### config.mk
export PLATFORM = sky130hd
export DESIGN_NAME = rv_decode_top
export DESIGN_NICKNAME = d
export VERILOG_FILES = /design/src/common/rv_decode_pkg.sv /design/src/decoder/inst_decoder.sv /design/src/source/axil_inst_slave.sv /design/src/source/inst_fifo.sv /design/src/source/rv_decode_top.sv
export VERILOG_INCLUDE_DIRS = /design/src /design/src/common
export SDC_FILE = /design/constraint.sdc
export NUM_CORES = 1
export LEC_CHECK = 0
export BUFFER_PORTS_ARGS = -buffer_cell sky130_fd_sc_hd__buf_2
export CELL_PAD_IN_SITES_DETAIL_PLACEMENT = 1
export CELL_PAD_IN_SITES_GLOBAL_PLACEMENT = 2
export CORE_UTILIZATION = 45
export DETAILED_ROUTE_END_ITERATION = 8
export PLACE_DENSITY_LB_ADDON = 0.1
export SLEW_MARGIN = 20
export SYNTH_ARGS = -nofsm -noshare
export SYNTH_HDL_FRONTEND = slang
export SYNTH_HIERARCHICAL = 1
export SYNTH_SLANG_ARGS = --single-unit
### constraint.sdc
create_clock -name clk -period 12.71 [get_ports clk]
set_input_delay 0.6355 -clock clk [delete_from_list [all_inputs] [get_ports clk]]
set_output_delay 0.6355 -clock clk [all_outputs]
set_load 0.005 [all_outputs]
### src/common/rv_decode_macros.svh
`ifndef RV_DECODE_MACROS_SVH
`define RV_DECODE_MACROS_SVH

// instruction word and register file addressing
`define RV_INST_W        32
`define RV_REG_ADDR_W    5

// one bit per byte of a doubleword store
`define RV_STORE_MASK_W  8

// instruction buffer between the bus slave and the decoder
`define RV_FIFO_DEPTH    4

// AXI4-Lite write channel sizes
`define RV_AXIL_ADDR_W   8
`define RV_AXIL_DATA_W   32

// the only SYSTEM encoding the decoder accepts
`define RV_EBREAK_WORD   32'h0010_0073

`endif

### src/common/rv_decode_pkg.sv
`include "rv_decode_macros.svh"

package rv_decode_pkg;

    typedef enum logic [6:0] {
        OPC_OP        = 7'b0110011,
        OPC_OP_IMM    = 7'b0010011,
        OPC_OP_32     = 7'b0111011,
        OPC_OP_IMM_32 = 7'b0011011,
        OPC_LOAD      = 7'b0000011,
        OPC_STORE     = 7'b0100011,
        OPC_JAL       = 7'b1101111,
        OPC_JALR      = 7'b1100111,
        OPC_LUI       = 7'b0110111,
        OPC_AUIPC     = 7'b0010111,
        OPC_BRANCH    = 7'b1100011,
        OPC_SYSTEM    = 7'b1110011
    } opcode_e;

    // 17 operations, hence 5 bits
    typedef enum logic [4:0] {
        ALU_ADD, ALU_SUB, ALU_AND, ALU_OR, ALU_XOR,
        ALU_SLT, ALU_SLTU, ALU_SLL, ALU_SRL, ALU_SRA, ALU_SLLW,
        ALU_BEQ, ALU_BNE, ALU_BLT, ALU_BGE, ALU_BLTU, ALU_BGEU
    } alu_op_e;

    typedef enum logic [1:0] {
        SRC_REG,
        SRC_IMM,
        SRC_IMM_PC,      // auipc
        SRC_FOUR_PC      // link value for jal/jalr
    } alu_src_e;

    typedef enum logic [2:0] {
        IMM_I, IMM_SHAMT, IMM_S, IMM_B, IMM_U, IMM_J
    } imm_sel_e;

    typedef enum logic [2:0] {
        WB_ALU,
        WB_LOAD_W,       // sign extended word
        WB_LOAD_D,
        WB_LOAD_BU,
        WB_IMM           // lui
    } wb_sel_e;

    typedef enum logic [1:0] {
        RESP_OKAY   = 2'b00,
        RESP_SLVERR = 2'b10
    } axil_resp_e;

    typedef struct packed {
        logic [`RV_REG_ADDR_W-1:0]   rd;
        logic [`RV_REG_ADDR_W-1:0]   rs1;
        logic [`RV_REG_ADDR_W-1:0]   rs2;
        logic                        reg_wen;
        logic                        branch;
        logic                        jump;
        logic                        jalr;
        alu_op_e                     alu_op;
        alu_src_e                    alu_src;
        imm_sel_e                    imm_sel;
        wb_sel_e                     wb_sel;
        logic                        store;
        logic [`RV_STORE_MASK_W-1:0] store_mask;
        logic                        word_op;
        logic                        ebreak;
        logic                        illegal;
        logic [`RV_INST_W-1:0]       inst;      // raw word, kept for trace
    } decoded_ctrl_t;

endpackage

### src/decoder/inst_decoder.sv
`timescale 1ns/100ps
`include "rv_decode_macros.svh"

module inst_decoder (
    input  logic                         clk,
    input  logic                         rst_n,
    input  logic                         empty,
    input  logic [`RV_INST_W-1:0]        head,
    input  logic                         dec_ready,
    output logic                         pop,
    output logic                         dec_valid,
    output rv_decode_pkg::decoded_ctrl_t dec_ctrl
);

    rv_decode_pkg::opcode_e       opcode;
    logic [2:0]                   funct3;
    logic [6:0]                   funct7;
    logic [5:0]                   funct6;       // RV64 shifts carry a 6 bit shamt
    logic [`RV_REG_ADDR_W-1:0]    rd;
    logic [`RV_REG_ADDR_W-1:0]    rs1;
    logic [`RV_REG_ADDR_W-1:0]    rs2;
    rv_decode_pkg::decoded_ctrl_t d;
    logic                         legal;
    logic                         out_free;

    assign opcode = rv_decode_pkg::opcode_e'(head[6:0]);
    assign funct3 = head[14:12];
    assign funct7 = head[31:25];
    assign funct6 = head[31:26];
    assign rd     = head[11:7];
    assign rs1    = head[19:15];
    assign rs2    = head[24:20];

    always_comb begin
        d       = '0;                           // ALU_ADD, SRC_REG, IMM_I, WB_ALU
        legal   = 1'b1;
        d.inst  = head;
        case (opcode)
            rv_decode_pkg::OPC_OP: begin
                d.rd      = rd;
                d.rs1     = rs1;
                d.rs2     = rs2;
                d.reg_wen = 1'b1;
                case (funct3)
                    3'b000: begin
                        if (funct7 == 7'b0100000) d.alu_op = rv_decode_pkg::ALU_SUB;
                        else legal = (funct7 == 7'b0000000);
                    end
                    3'b111: d.alu_op = rv_decode_pkg::ALU_AND;
                    3'b110: d.alu_op = rv_decode_pkg::ALU_OR;
                    3'b010: d.alu_op = rv_decode_pkg::ALU_SLT;
                    3'b011: d.alu_op = rv_decode_pkg::ALU_SLTU;
                    default: legal = 1'b0;
                endcase
                if (funct3 != 3'b000 && funct7 != 7'b0000000) legal = 1'b0;  // M ops
            end
            rv_decode_pkg::OPC_OP_IMM: begin
                d.rd      = rd;
                d.rs1     = rs1;
                d.reg_wen = 1'b1;
                d.alu_src = rv_decode_pkg::SRC_IMM;
                case (funct3)
                    3'b000: d.alu_op = rv_decode_pkg::ALU_ADD;
                    3'b011: d.alu_op = rv_decode_pkg::ALU_SLTU;
                    3'b100: d.alu_op = rv_decode_pkg::ALU_XOR;
                    3'b111: d.alu_op = rv_decode_pkg::ALU_AND;
                    3'b001: begin
                        d.alu_op  = rv_decode_pkg::ALU_SLL;
                        d.imm_sel = rv_decode_pkg::IMM_SHAMT;
                        legal     = (funct6 == 6'b000000);
                    end
                    3'b101: begin
                        d.imm_sel = rv_decode_pkg::IMM_SHAMT;
                        if (funct6 == 6'b010000) d.alu_op = rv_decode_pkg::ALU_SRA;
                        else d.alu_op = rv_decode_pkg::ALU_SRL;
                        legal = (funct6 == 6'b000000) || (funct6 == 6'b010000);
                    end
                    default: legal = 1'b0;
                endcase
            end
            rv_decode_pkg::OPC_OP_32: begin
                d.rd      = rd;
                d.rs1     = rs1;
                d.rs2     = rs2;
                d.reg_wen = 1'b1;
                d.word_op = 1'b1;
                if (funct3 == 3'b001) d.alu_op = rv_decode_pkg::ALU_SLLW;
                legal = (funct7 == 7'b0000000) && (funct3 == 3'b000 || funct3 == 3'b001);
            end
            rv_decode_pkg::OPC_OP_IMM_32: begin  // addiw only
                d.rd      = rd;
                d.rs1     = rs1;
                d.reg_wen = 1'b1;
                d.word_op = 1'b1;
                d.alu_src = rv_decode_pkg::SRC_IMM;
                legal     = (funct3 == 3'b000);
            end
            rv_decode_pkg::OPC_LOAD: begin
                d.rd      = rd;
                d.rs1     = rs1;
                d.reg_wen = 1'b1;
                d.alu_src = rv_decode_pkg::SRC_IMM;
                case (funct3)
                    3'b010:  d.wb_sel = rv_decode_pkg::WB_LOAD_W;
                    3'b011:  d.wb_sel = rv_decode_pkg::WB_LOAD_D;
                    3'b100:  d.wb_sel = rv_decode_pkg::WB_LOAD_BU;
                    default: legal = 1'b0;
                endcase
            end
            rv_decode_pkg::OPC_STORE: begin
                d.rs1     = rs1;                // address base
                d.rs2     = rs2;
                d.store   = 1'b1;
                d.alu_src = rv_decode_pkg::SRC_IMM;
                d.imm_sel = rv_decode_pkg::IMM_S;
                case (funct3)
                    3'b000:  d.store_mask = 8'h01;
                    3'b001:  d.store_mask = 8'h03;
                    3'b010:  d.store_mask = 8'h0f;
                    3'b011:  d.store_mask = 8'hff;
                    default: legal = 1'b0;
                endcase
            end
            rv_decode_pkg::OPC_JAL: begin
                d.rd      = rd;
                d.reg_wen = 1'b1;
                d.jump    = 1'b1;
                d.alu_src = rv_decode_pkg::SRC_FOUR_PC;
                d.imm_sel = rv_decode_pkg::IMM_J;
            end
            rv_decode_pkg::OPC_JALR: begin
                d.rd      = rd;
                d.rs1     = rs1;
                d.reg_wen = 1'b1;
                d.jump    = 1'b1;
                d.jalr    = 1'b1;
                d.alu_src = rv_decode_pkg::SRC_FOUR_PC;
                legal     = (funct3 == 3'b000);
            end
            rv_decode_pkg::OPC_LUI: begin
                d.rd      = rd;
                d.reg_wen = 1'b1;
                d.alu_src = rv_decode_pkg::SRC_IMM;
                d.imm_sel = rv_decode_pkg::IMM_U;
                d.wb_sel  = rv_decode_pkg::WB_IMM;
            end
            rv_decode_pkg::OPC_AUIPC: begin
                d.rd      = rd;
                d.reg_wen = 1'b1;
                d.alu_src = rv_decode_pkg::SRC_IMM_PC;
                d.imm_sel = rv_decode_pkg::IMM_U;
            end
            rv_decode_pkg::OPC_BRANCH: begin
                d.rs1     = rs1;
                d.rs2     = rs2;
                d.branch  = 1'b1;
                d.imm_sel = rv_decode_pkg::IMM_B;
                case (funct3)
                    3'b000:  d.alu_op = rv_decode_pkg::ALU_BEQ;
                    3'b001:  d.alu_op = rv_decode_pkg::ALU_BNE;
                    3'b100:  d.alu_op = rv_decode_pkg::ALU_BLT;
                    3'b101:  d.alu_op = rv_decode_pkg::ALU_BGE;
                    3'b110:  d.alu_op = rv_decode_pkg::ALU_BLTU;
                    3'b111:  d.alu_op = rv_decode_pkg::ALU_BGEU;
                    default: legal = 1'b0;
                endcase
            end
            rv_decode_pkg::OPC_SYSTEM: begin
                d.ebreak = (head == `RV_EBREAK_WORD);
                legal    = d.ebreak;
            end
            default: legal = 1'b0;
        endcase
        if (!legal) begin
            d         = '0;                     // no enables on a bad word
            d.inst    = head;
            d.illegal = 1'b1;
        end
    end

    assign out_free = ~dec_valid | dec_ready;
    assign pop      = ~empty & out_free;

    always_ff @(posedge clk) begin
        if (!rst_n) begin
            dec_valid <= 1'b0;
        end else if (out_free) begin
            dec_valid <= ~empty;
        end
    end

    always_ff @(posedge clk) begin
        if (pop) begin
            dec_ctrl <= d;                      // held while stalled
        end
    end

endmodule

### src/source/axil_inst_slave.sv
`timescale 1ns/100ps
`include "rv_decode_macros.svh"

module axil_inst_slave (
    input  logic                          clk,
    input  logic                          rst_n,
    input  logic                          awvalid,
    output logic                          awready,
    input  logic [`RV_AXIL_ADDR_W-1:0]    awaddr,    // not decoded, one target only
    input  logic                          wvalid,
    output logic                          wready,
    input  logic [`RV_AXIL_DATA_W-1:0]    wdata,
    input  logic [`RV_AXIL_DATA_W/8-1:0]  wstrb,
    output logic                          bvalid,
    input  logic                          bready,
    output rv_decode_pkg::axil_resp_e     bresp,
    input  logic                          fifo_full,
    output logic                          push,
    output logic [`RV_INST_W-1:0]         push_data
);

    logic accept;
    logic strb_full;

    // AW and W are taken together, one write per response
    assign accept    = awvalid & wvalid & ~bvalid & ~fifo_full;
    assign awready   = accept;
    assign wready    = accept;

    assign strb_full = &wstrb;                  // partial words are refused
    assign push      = accept & strb_full;
    assign push_data = wdata;

    always_ff @(posedge clk) begin
        if (!rst_n) begin
            bvalid <= 1'b0;
        end else if (accept) begin
            bvalid <= 1'b1;
        end else if (bready) begin
            bvalid <= 1'b0;                     // master took the response
        end
    end

    always_ff @(posedge clk) begin
        if (accept) begin
            bresp <= strb_full ? rv_decode_pkg::RESP_OKAY : rv_decode_pkg::RESP_SLVERR;
        end
    end

endmodule

### src/source/inst_fifo.sv
`timescale 1ns/100ps
`include "rv_decode_macros.svh"

module inst_fifo (
    input  logic                  clk,
    input  logic                  rst_n,
    input  logic                  push,
    input  logic [`RV_INST_W-1:0] push_data,
    input  logic                  pop,
    output logic                  full,
    output logic                  empty,
    output logic [`RV_INST_W-1:0] head
);

    localparam int PTR_W = $clog2(`RV_FIFO_DEPTH);

    logic [`RV_INST_W-1:0] mem [`RV_FIFO_DEPTH];
    logic [PTR_W-1:0]      wr_ptr;
    logic [PTR_W-1:0]      rd_ptr;
    logic [PTR_W:0]        count;

    assign full  = (count == (PTR_W+1)'(`RV_FIFO_DEPTH));
    assign empty = (count == '0);
    assign head  = mem[rd_ptr];                 // first-word fall through

    always_ff @(posedge clk) begin
        if (!rst_n) begin
            wr_ptr <= '0;
            rd_ptr <= '0;
            count  <= '0;
        end else begin
            if (push) begin
                wr_ptr <= (wr_ptr == PTR_W'(`RV_FIFO_DEPTH - 1)) ? '0 : wr_ptr + 1'b1;
            end
            if (pop) begin
                rd_ptr <= (rd_ptr == PTR_W'(`RV_FIFO_DEPTH - 1)) ? '0 : rd_ptr + 1'b1;
            end
            case ({push, pop})
                2'b10:   count <= count + 1'b1;
                2'b01:   count <= count - 1'b1;
                default: count <= count;        // both or neither
            endcase
        end
    end

    always_ff @(posedge clk) begin
        if (push) begin
            mem[wr_ptr] <= push_data;
        end
    end

endmodule

### src/source/rv_decode_top.sv
`timescale 1ns/100ps
`include "rv_decode_macros.svh"

module rv_decode_top (
    input  logic                          clk,
    input  logic                          rst_n,
    input  logic                          awvalid,
    output logic                          awready,
    input  logic [`RV_AXIL_ADDR_W-1:0]    awaddr,
    input  logic                          wvalid,
    output logic                          wready,
    input  logic [`RV_AXIL_DATA_W-1:0]    wdata,
    input  logic [`RV_AXIL_DATA_W/8-1:0]  wstrb,
    output logic                          bvalid,
    input  logic                          bready,
    output rv_decode_pkg::axil_resp_e     bresp,
    output logic                          dec_valid,
    input  logic                          dec_ready,
    output rv_decode_pkg::decoded_ctrl_t  dec_ctrl
);

    logic                  fifo_full;
    logic                  fifo_empty;
    logic                  push;
    logic                  pop;
    logic [`RV_INST_W-1:0] push_data;
    logic [`RV_INST_W-1:0] head;

    axil_inst_slave u_slave (
        .clk       (clk),
        .rst_n     (rst_n),
        .awvalid   (awvalid),
        .awready   (awready),
        .awaddr    (awaddr),
        .wvalid    (wvalid),
        .wready    (wready),
        .wdata     (wdata),
        .wstrb     (wstrb),
        .bvalid    (bvalid),
        .bready    (bready),
        .bresp     (bresp),
        .fifo_full (fifo_full),
        .push      (push),
        .push_data (push_data)
    );

    inst_fifo u_fifo (
        .clk       (clk),
        .rst_n     (rst_n),
        .push      (push),
        .push_data (push_data),
        .pop       (pop),
        .full      (fifo_full),
        .empty     (fifo_empty),
        .head      (head)
    );

    inst_decoder u_decoder (
        .clk       (clk),
        .rst_n     (rst_n),
        .empty     (fifo_empty),
        .head      (head),
        .dec_ready (dec_ready),
        .pop       (pop),
        .dec_valid (dec_valid),
        .dec_ctrl  (dec_ctrl)
    );

endmodule

==> impl_metrics.tcl, run 1 <==
set metrics [dict create \
    outcome "completed" \
    syn_nets 572 \
    io_buffers 122 \
    clockBufferDepth 3 \
    initial_core_util_pct 46.6 \
    synthCells 515 \
    grt_max_degree 77 \
    clockRootBuffer "clkbuf_16" \
    fin_nets 665 \
    viasPerCell 5.37 \
    numCtsBuffers 22 \
    cts_setup_buffers 0 \
    hp-class "in -> reg" \
    ir_worst_vdd_v 0.000161 \
    synth_edf_count 201 \
    crit_arrival_ps 4350 \
    crit_type "reg -> reg" \
    grt_pass1_vias 5087 \
    worstPathMaxFanout 24 \
    ys_seq_area_share_pct 70.6 \
    synth_top_flop_cell "edfxtp_1" \
    ant_nets 0 \
    startpoint_type "flop" \
    finalCritPeriodShare_pct 32.1 \
    htree_levels 1 \
    worst_skew_pair.late_latency_ps 520 \
    drc 0 \
    yosys_warnings 6 \
    routabilityCongestion 0.772 \
    drt-initial-drc-count 267 \
    cts.repair.resized 0 \
    slew_viol_final 0 \
    syn_area_um2 8870 \
    drive_above_1_share_pct 35.7 \
    grt_use_total_pct 19.3 \
    final_hold_viol_count 0 \
    drt_wl_total_um 19000 \
    num_rows 50 \
    grt_pass1_wl_um 29000 \
    total_leakage_power_nw 3.46 \
    hold_buffers 0 \
    slew_headroom_pct 25.5 \
    synthArstFlopShare_pct 0 \
    ys_ff_latch 212 \
    tns_ps 0 \
    core_area_um2 19000 \
    cp.required_ps 12980 \
    wl_per_cell_um 21.4 \
    setup_viol 0 \
    gr-total-overflow 0 \
    clk_pin_slew_ps 60 \
    yosysUniqueCellTypes 62 \
    antenna_cells 0 \
    dr.pass1.iters 4 \
    end_kind "flop" \
    fmax_mhz 245 \
    dp_hpwl_um 12400 \
    dieWidth_um 142 \
    dp_cells 844 \
    rsz0062_at_grt "false" \
    cap_violations 0 \
    worst_pin_slew_ps 1110 \
    die_area_um2 20300 \
    cts_tree "yes" \
    clock_sinks 212 \
    fin_skew_ps 11.0 \
    fin_cells 884 \
    area_delta_synth_final_pct 14.7 \
    die_y_um 142 \
    vias 4747 \
    fillCellCount 1815 \
    antenna_found_initial 1 \
    num_io_pins 132 \
    power_density_nw_per_um2 212 \
    syn-mean-instance-area_um2 17.2 \
    period_needed_ps 4080 \
]
==> state kept, by name (all words and copies together) (netlist names), named ones only <==
name / count
u_fifo/wr_ptr: 2
u_fifo/rd_ptr: 2
u_fifo/count: 3
u_fifo/mem: 128
u_slave/bresp: 1
u_slave/bvalid: 1
u_decoder/dec_ctrl: 72
u_decoder/dec_valid: 1
==> worst max-delay path, cell delays in order (launching register included) <==
cell	delay, ps
dfxtp_2	530
buf_4	510
mux4_2	610
nor4_2	650
nand2_1	180
nor3_1	470
a211oi_4	150
buf_4	280
a211oi_1	400
==> Yosys cell counts (3+ instances only) <==
| library cell | count | area [um2] |
|---|---|---|
| nand2_1 | 24 | 90.1 |
| buf_6 | 6 | 67.6 |
| o31ai_1 | 3 | 22.5 |
| nor2b_1 | 13 | 81.3 |
| and2_1 | 8 | 50.1 |
| nor2_1 | 15 | 56.3 |
| a21oi_2 | 21 | 184 |
| a21oi_1 | 7 | 35.0 |
| nor3_1 | 7 | 35.0 |
| clkbuf_1 | 4 | 15.0 |
| buf_2 | 9 | 45.0 |
| a211oi_1 | 4 | 30.0 |
| nor3b_1 | 5 | 37.5 |
| dfxtp_1 | 11 | 220 |
| ha_1 | 6 | 75.1 |
| and3_1 | 6 | 37.5 |
| nand2b_1 | 5 | 31.3 |
| mux4_2 | 30 | 676 |
| nand4_1 | 5 | 31.3 |
| buf_4 | 38 | 285 |
| nand4b_1 | 4 | 35.0 |
| o21ai_0 | 6 | 30.0 |
| inv_1 | 11 | 41.3 |
| buf_12 | 3 | 60.1 |
| a21boi_0 | 4 | 30.0 |
| nor4_1 | 6 | 37.5 |
| nand3_1 | 11 | 55.1 |
| edfxtp_1 | 201 | 6040 |
==> metal layers <==
layer | routed length (um) | GRT usage [%] | vias up | part of all wire, %
met3 | 702 | 2.96 | 31 | 3.7
met5 | 12 | 0 | - | 0.063
met1 | 7820 | 23.6 | 2431 | 41
li1 | - | - | 2161 | -
met4 | 319 | 4.41 | 2 | 1.7
met2 | 10100 | 35.9 | 122 | 53
==> metrics by stage <==
| stage | total power, mW | hold slack [ps] | setup slack [ps] | area [um2] | util (%) |
|---|---|---|---|---|---|
| 6_report | 2.15 | 328 | 8630 | 10200 | 53.5 |
| 5_1_grt | 2.26 | 316 | 8370 | 10200 | 53.5 |
| 4_1_cts | 2.18 | 313 | 8590 | 10200 | 53.5 |
| 3_5_place_dp | 1.52 | 519 | 8640 | 9400 | 49.4 |
| 3_3_place_gp | 1.50 | 490 | 8660 | 9400 | 49.4 |
| 2_1_floorplan | 1.33 | 473 | 6850 | 8870 | - |
==> cell type report <==
class	count	area (um2)	share of cell area (%)
clock inverters	4	68.8	0.677
well taps	260	325	3.20
multi-input cells	230	2100	20.7
clock buffers	36	698	6.87
flip-flops and latches	212	6260	61.5
inverters	12	45.0	0.443
repair buffers	130	671	6.60
==> power breakdown <==
group | internal (mW) | switching (mW)
logic | 0.184 | 0.311
clock network | 0.399 | 0.259
registers | 0.950 | 0.0507
==> kinds of logic (layout without fill, tap and decap cells) <==
kind of cell               count (synthesis)  in the layout  share of synthesized area [%]
and+or+nand+nor                          121            121                           7.72
xor gates and xnor gates                   2              2                          0.198
muxes                                     34             34                           8.44
DFF                                      212            212                           70.6
buffers and inverters                     73            182                           5.88
AOI/OAI and AO/OA                         65             65                           6.08
adders and majority gates                  7              7                           1.07
other                                      1              1                         0.0423
==> worst paths after layout <==
| check | end | slack, ps | depth (start not counted) | start |
|---|---|---|---|---|
| max | u_decoder/dec_ctrl[61] | 8630 | 8 | flop |
| min | u_fifo/mem[1][18] | 330 | 1 | wdata[18] |
| max reg2reg | u_decoder/dec_ctrl[61] | 8630 | 8 | flop |
| min reg2reg | u_decoder/dec_valid | 520 | 2 | u_decoder/dec_valid |
==> layout by cell type (no fill, tap or decap), drive strengths merged, types with 2 or more instances in the layout <==
master and n:
o21a 2, nand4b 4, clkinv 3, edfxtp 201, a31oi 2, nor3b 5, nand2 24, inv 12
o31ai 4, and2 8, a21boi 5, nor2b 14, nor3 7, nand4 5, o21bai 2, nor2 17
a211oi 5, dfxtp 11, nand3 11, mux2i 2, nand2b 5, nor4 7, mux4 32, clkbuf 36
o21ai 7, ha 6, buf 130, and3b 2, and4b 2, a21oi 28, and3 6
No activity file was read; power rests on OpenSTA's default activity.
==> run 2, diff against run 1 <==
Settings changed: CORE_UTILIZATION 45 to 41.
Clock period 12.71 ns to 4.3 ns, I/O delays scaled along.
==> impl_metrics.tcl, run 2 (same netlist as run 1, synthesis figures left out) <==
set metrics [dict create \
    outcome "completed" \
    ant_nets 0 \
    grt_use_total_pct 17.8 \
    gr-total-overflow 0 \
    viasPerCell 5.14 \
    dr.pass1.iters 4 \
    die_y_um 149 \
    initial_core_util_pct 42.0 \
    totalPowerFinal_mw 6.35 \
    antenna_cells 0 \
    r2r_setup_slack_ps 630 \
    cts_setup_buffers 0 \
    fmax_mhz 273 \
    hp-start "rst_n" \
    hold_ws_ps 22.9 \
    grt_pass1_vias 5266 \
    fin_nets 716 \
    clk_pin_slew_ps 60 \
    hold_buffers 36 \
    crit_chain "buf_4 > mux4_2 > nor2b_1 > nand3_1 > nor3_1 > a211oi_4 > buf_4 > a21oi_2" \
    regArea_um2 6260 \
    antenna_found_initial 0 \
    final_hold_viol_count 0 \
    routabilityCongestion 0.767 \
    largest_reg_flops 128 \
    reg_top3 "u_fifo/mem (128), u_decoder/dec_ctrl (72), u_fifo/count (3)" \
    worst_pin_slew_ps 1070 \
    fin_cells 950 \
    finalCritPeriodShare_pct 85.3 \
    period_needed_ps 3670 \
    cts.repair.resized 0 \
    num_rows 53 \
    drive_above_1_share_pct 35.9 \
    final_area_um2 10600 \
    clockBufferDepth 3 \
    ir_worst_vdd_v 0.000497 \
    clockRootBuffer "clkbuf_16" \
    crit_arrival_ps 4020 \
    rr_endpoint "u_decoder/dec_ctrl[53]" \
    whs_endpoint "u_slave/bvalid" \
    setup_ws_ps 631 \
    layout_commonest_cell "edfxtp_1" \
    multi_input_area_um2 2100 \
    drt-initial-drc-count 230 \
    max_stage_delay_ps 690 \
    core_area_um2 21100 \
    holdPathStages 2 \
    io_buffers 122 \
    vias 4885 \
    layout_common_cells "201 x edfxtp_1, 122 x buf_2, 36 x dlygate4sd3_1, 30 x mux4_2, 24 x nand2_1" \
    slew_viol_final 0 \
    worst_skew_pair.late_latency_ps 510 \
    place_area_um2 9540 \
    utilization_pct 50.3 \
    numCtsBuffers 23 \
    end_kind "flop" \
    drt_wl_total_um 19200 \
    drc 0 \
    area_delta_synth_final_pct 19.7 \
    cts_tree "yes" \
    slew_headroom_pct 28.7 \
    dp_hpwl_um 12900 \
    cp.required_ps 4650 \
    top_register "u_fifo/mem" \
    crit_path_frequent_cell "buf_4" \
    worstPathMaxFanout 16 \
    rsz0062_at_grt "false" \
    tns_ps 0 \
    wl_per_cell_um 20.2 \
    clock_sinks 212 \
    power_density_nw_per_um2 598 \
    num_io_pins 132 \
    crit_slowest_cell "mux4_2" \
    setup_viol 0 \
    grt_pass1_wl_um 29600 \
    crit_type "reg -> reg" \
    hp-class "in -> reg" \
    startpoint_type "flop" \
    grt_max_degree 76 \
    cap_violations 0 \
    dp_slack_ps 654 \
    dieWidth_um 149 \
    fillCellCount 2030 \
    htree_levels 1 \
    reg2reg_depth 8 \
    dp_cells 873 \
    total_leakage_power_nw 3.67 \
    die_area_um2 22200 \
    fin_skew_ps 13.9 \
]
run 2: changes by cell type in the layout (fill, tap and decap cells not counted):
cell           before  now
clkbuf_16          26   23
clkinv_2            1    6
inv_6               0    3
clkbuf_1            9    4
buf_4               8   21
clkbuf_8            1    2
clkinv_1            1    2
clkinv_16           1    0
buf_12              0    1
dlygate4sd3_1       0   36
run 2: routing by layer:
metal / GRT usage [%] / up-vias / wire (um)
met1: 23.0 / 2461 / 8250
met2: 31.3 / 129 / 9750
li1: - / 2267 / -
met4: 4.90 / 0 / 467
met3: 2.32 / 28 / 709
met5: 0 / - / 0
run 2: how the worst max path moves through the flow:
stage / cells after the start / slack, ps / to / start
CTS: 8 / 630 / u_decoder/dec_ctrl[53] / flop
detailed placement: 8 / 650 / u_decoder/dec_ctrl[61] / flop
global placement: 8 / 650 / u_decoder/dec_ctrl[61] / flop
floorplan: 8 / 330 / u_fifo/count[2] / u_fifo/count[0]
finish: 8 / 630 / u_decoder/dec_ctrl[53] / flop
global route: 8 / 430 / u_decoder/dec_ctrl[53] / flop
run 2: final cells by class:
cell class	count	share of cell area, %
Timing Repair Buffer	180	10.8
Clock buffer	29	5.83
Tap cell	275	3.24
Multi-Input combinational cell	230	19.8
Sequential cell	212	59.0
Inverter	12	0.425
Clock inverter	12	0.884
run 2: report_power, final:
| part | switching [mW] | total [mW] | internal, mW |
|---|---|---|---|
| Combinational | 0.948 | 1.55 | 0.601 |
| Clock | 0.772 | 1.85 | 1.08 |
| Sequential | 0.138 | 2.95 | 2.81 |
run 2: critical path, delay by kind of cell, from the launching register on:
kind	cells	cell delay [ps]
multiplexers	1	690
flip-flops	1	490
AO/OA/AOI/OAI	2	370
buffers and inverters	2	490
AND/OR/NAND/NOR	3	1440
==> run 3, diff against run 2 <==
Settings changed: SYNTH_HIERARCHICAL 1 to default.
==> impl_metrics.tcl, run 3 <==
set metrics [dict create \
    cts_setup_buffers 0 \
    drive_above_1_share_pct 29.0 \
    setup_ws_ps 813 \
    slew_headroom_pct 32.1 \
    clk_pin_slew_ps 60 \
    total_leakage_power_nw 3.66 \
    reg_top3 "u_fifo.mem (128), u_decoder.dec_ctrl (72), u_fifo.count (3)" \
    crit_buf_inv 2 \
    ys_ff_latch 212 \
    die_area_um2 21300 \
    dr.pass1.iters 4 \
    clockRootBuffer "clkbuf_16" \
    cts.repair.resized 0 \
    max_stage_delay_ps 820 \
    synth_top_flop_cell "edfxtp_1" \
    gr-total-overflow 0 \
    area_delta_synth_final_pct 22.2 \
    cp.required_ps 4670 \
    cap_violations 0 \
    ant_nets 0 \
    synthArstFlopShare_pct 0 \
    top_register "u_fifo.mem" \
    numCtsBuffers 22 \
    setup_viol 0 \
    crit_type "reg -> reg" \
    drc 0 \
    period_needed_ps 3490 \
    core_area_um2 20300 \
    clockBufferDepth 3 \
    crit_chain "buf_4 > mux4_1 > and3b_1 > nand2_1 > o21ai_1 > nor2_1 > nand4_2 > buf_4 > and3_1" \
    crit_path_frequent_cell "buf_4" \
    slew_viol_final 0 \
    end_kind "flop" \
    final_hold_viol_count 0 \
    synthTopCellsByArea "edfxtp_1 71%, mux4_1 5.3%, mux4_2 4.0%" \
    ys_seq_area_share_pct 73.7 \
    path_depth 9 \
    dieWidth_um 146 \
    syn_area_um2 8490 \
    htree_levels 1 \
    syn-mean-instance-area_um2 17.8 \
    largest_reg_flops 128 \
    startpoint_type "flop" \
    hold_buffers 34 \
    viasPerCell 5.13 \
    routabilityCongestion 0.759 \
    cts_tree "yes" \
    layout_commonest_cell "edfxtp_1" \
    totalPowerFinal_mw 6.26 \
    worst_skew_pair.late_latency_ps 510 \
    synth_area_leader_cell "edfxtp_1" \
    crit_slowest_cell "mux4_1" \
    synthCells 476 \
    synth_common_cells "201 x edfxtp_1, 30 x nor2_1, 17 x mux4_1, 17 x nand2_1" \
    dp_hpwl_um 11700 \
    yosysMostFrequentCell "edfxtp_1" \
    num_rows 52 \
    grt_use_total_pct 17.8 \
    finalCritPeriodShare_pct 81.1 \
    yosysUniqueCellTypes 57 \
    synth.top_cell.area_share_pct 71.1 \
    fin_skew_ps 17.6 \
    layout_common_cells "201 x edfxtp_1, 122 x buf_2, 34 x dlygate4sd3_1, 30 x nor2_1, 22 x clkbuf_16" \
    crit_family "simple AND/OR/NAND/NOR gates" \
    vias 4751 \
    die_y_um 146 \
    wl_per_cell_um 19.9 \
    outcome "completed" \
    drt-initial-drc-count 190 \
    worst_pin_slew_ps 1020 \
    antenna_cells 0 \
    drt_wl_total_um 18400 \
    crit_arrival_ps 3860 \
    hp-class "in -> reg" \
    ir_worst_vdd_v 0.000507 \
    grt_pass1_vias 5083 \
    tns_ps 0 \
    clock_sinks 212 \
    power_density_nw_per_um2 604 \
    antenna_found_initial 0 \
    worstPathMaxFanout 18 \
    fmax_mhz 287 \
    rsz0062_at_grt "false" \
    holdPathStages 2 \
    reg2reg_depth 9 \
    grt_pass1_wl_um 28800 \
    num_io_pins 132 \
    yosys_warnings 0 \
    syn_nets 538 \
    fin_nets 702 \
    io_buffers 122 \
    grt_max_degree 75 \
    dp_slack_ps 762 \
    initial_core_util_pct 41.8 \
    synth_edf_count 201 \
    fillCellCount 1955 \
]
[run 3: changes by cell type after synthesis, moves of 15 or more]
cell / previous run / this run
mux4_2: 30 / 15
a21oi_2: 21 / 0
mux4_1: 2 / 17
buf_4: 38 / 9
nor2_1: 15 / 30
[run 3: final cells by class]
cell class                 count  area [um2]  area share, %
sequential                   212        6260           60.3
multi-input combinational    221        1980           19.1
tap                          270         338           3.26
clock buffer                  30         591           5.69
inverter                      16        60.1          0.579
clock inverter                10         114           1.10
timing repair buffer         167        1030           9.96
[run 3: worst reg2reg max path: stages (launching register included)]
cell and delay, ps:
dfxtp_2 540, buf_4 430, mux4_1 830, and3b_1 480, nand2_1 220, o21ai_1 250
nor2_1 90, nand4_2 90, buf_4 230, and3_1 200
[run 3: power by group]
group / leakage [nW] / internal (mW) / switching (mW) / total (mW)
Clock: 0.337 / 1.09 / 0.761 / 1.85
Combinational: 1.39 / 0.569 / 0.891 / 1.46
Sequential: 1.93 / 2.81 / 0.146 / 2.96
[run 3: final timing paths]
kind | startpoint | to | slack [ps]
worst max-delay path | flop | u_decoder.dec_ctrl[64] | 810
worst min-delay path | rst_n | u_slave.bvalid | 20
worst max register to register | flop | u_decoder.dec_ctrl[64] | 810
worst min register to register | u_decoder.dec_valid | u_decoder.dec_valid | 520
[run 3: cell families after synthesis]
kind of cell             after synthesis  synth area share (%)
AO/OA/AOI/OAI                         47                  3.43
XOR/XNOR                               2                 0.206
adder cells (fa/ha/maj)               12                  1.86
buffers and inverters                 43                  3.08
flip-flops                           212                  73.7
multiplexers                          36                  9.71
other                                  1                0.0442
AND/OR/NAND/NOR                      123                  7.99
[run 3: per-layer routing]
layer / vias up / global-route usage, % / routed length [um]
li1: 2199 / - / -
met1: 2414 / 22.5 / 7960
met2: 114 / 31.2 / 9260
met3: 24 / 3.42 / 794
met4: 0 / 4.74 / 370
met5: - / 0 / 0
[run 3: through the flow]
stage / cells / util [%] / cell area [um2] / hold slack, ps
floorplan: 476 / - / 8490 / 314
global placement: 852 / 46.0 / 9330 / 425
detailed placement: 852 / 46.0 / 9330 / 433
CTS: 926 / 51.1 / 10400 / 3.12
global route: 926 / 51.1 / 10400 / 23.4
finish: 926 / 51.1 / 10400 / 19.2
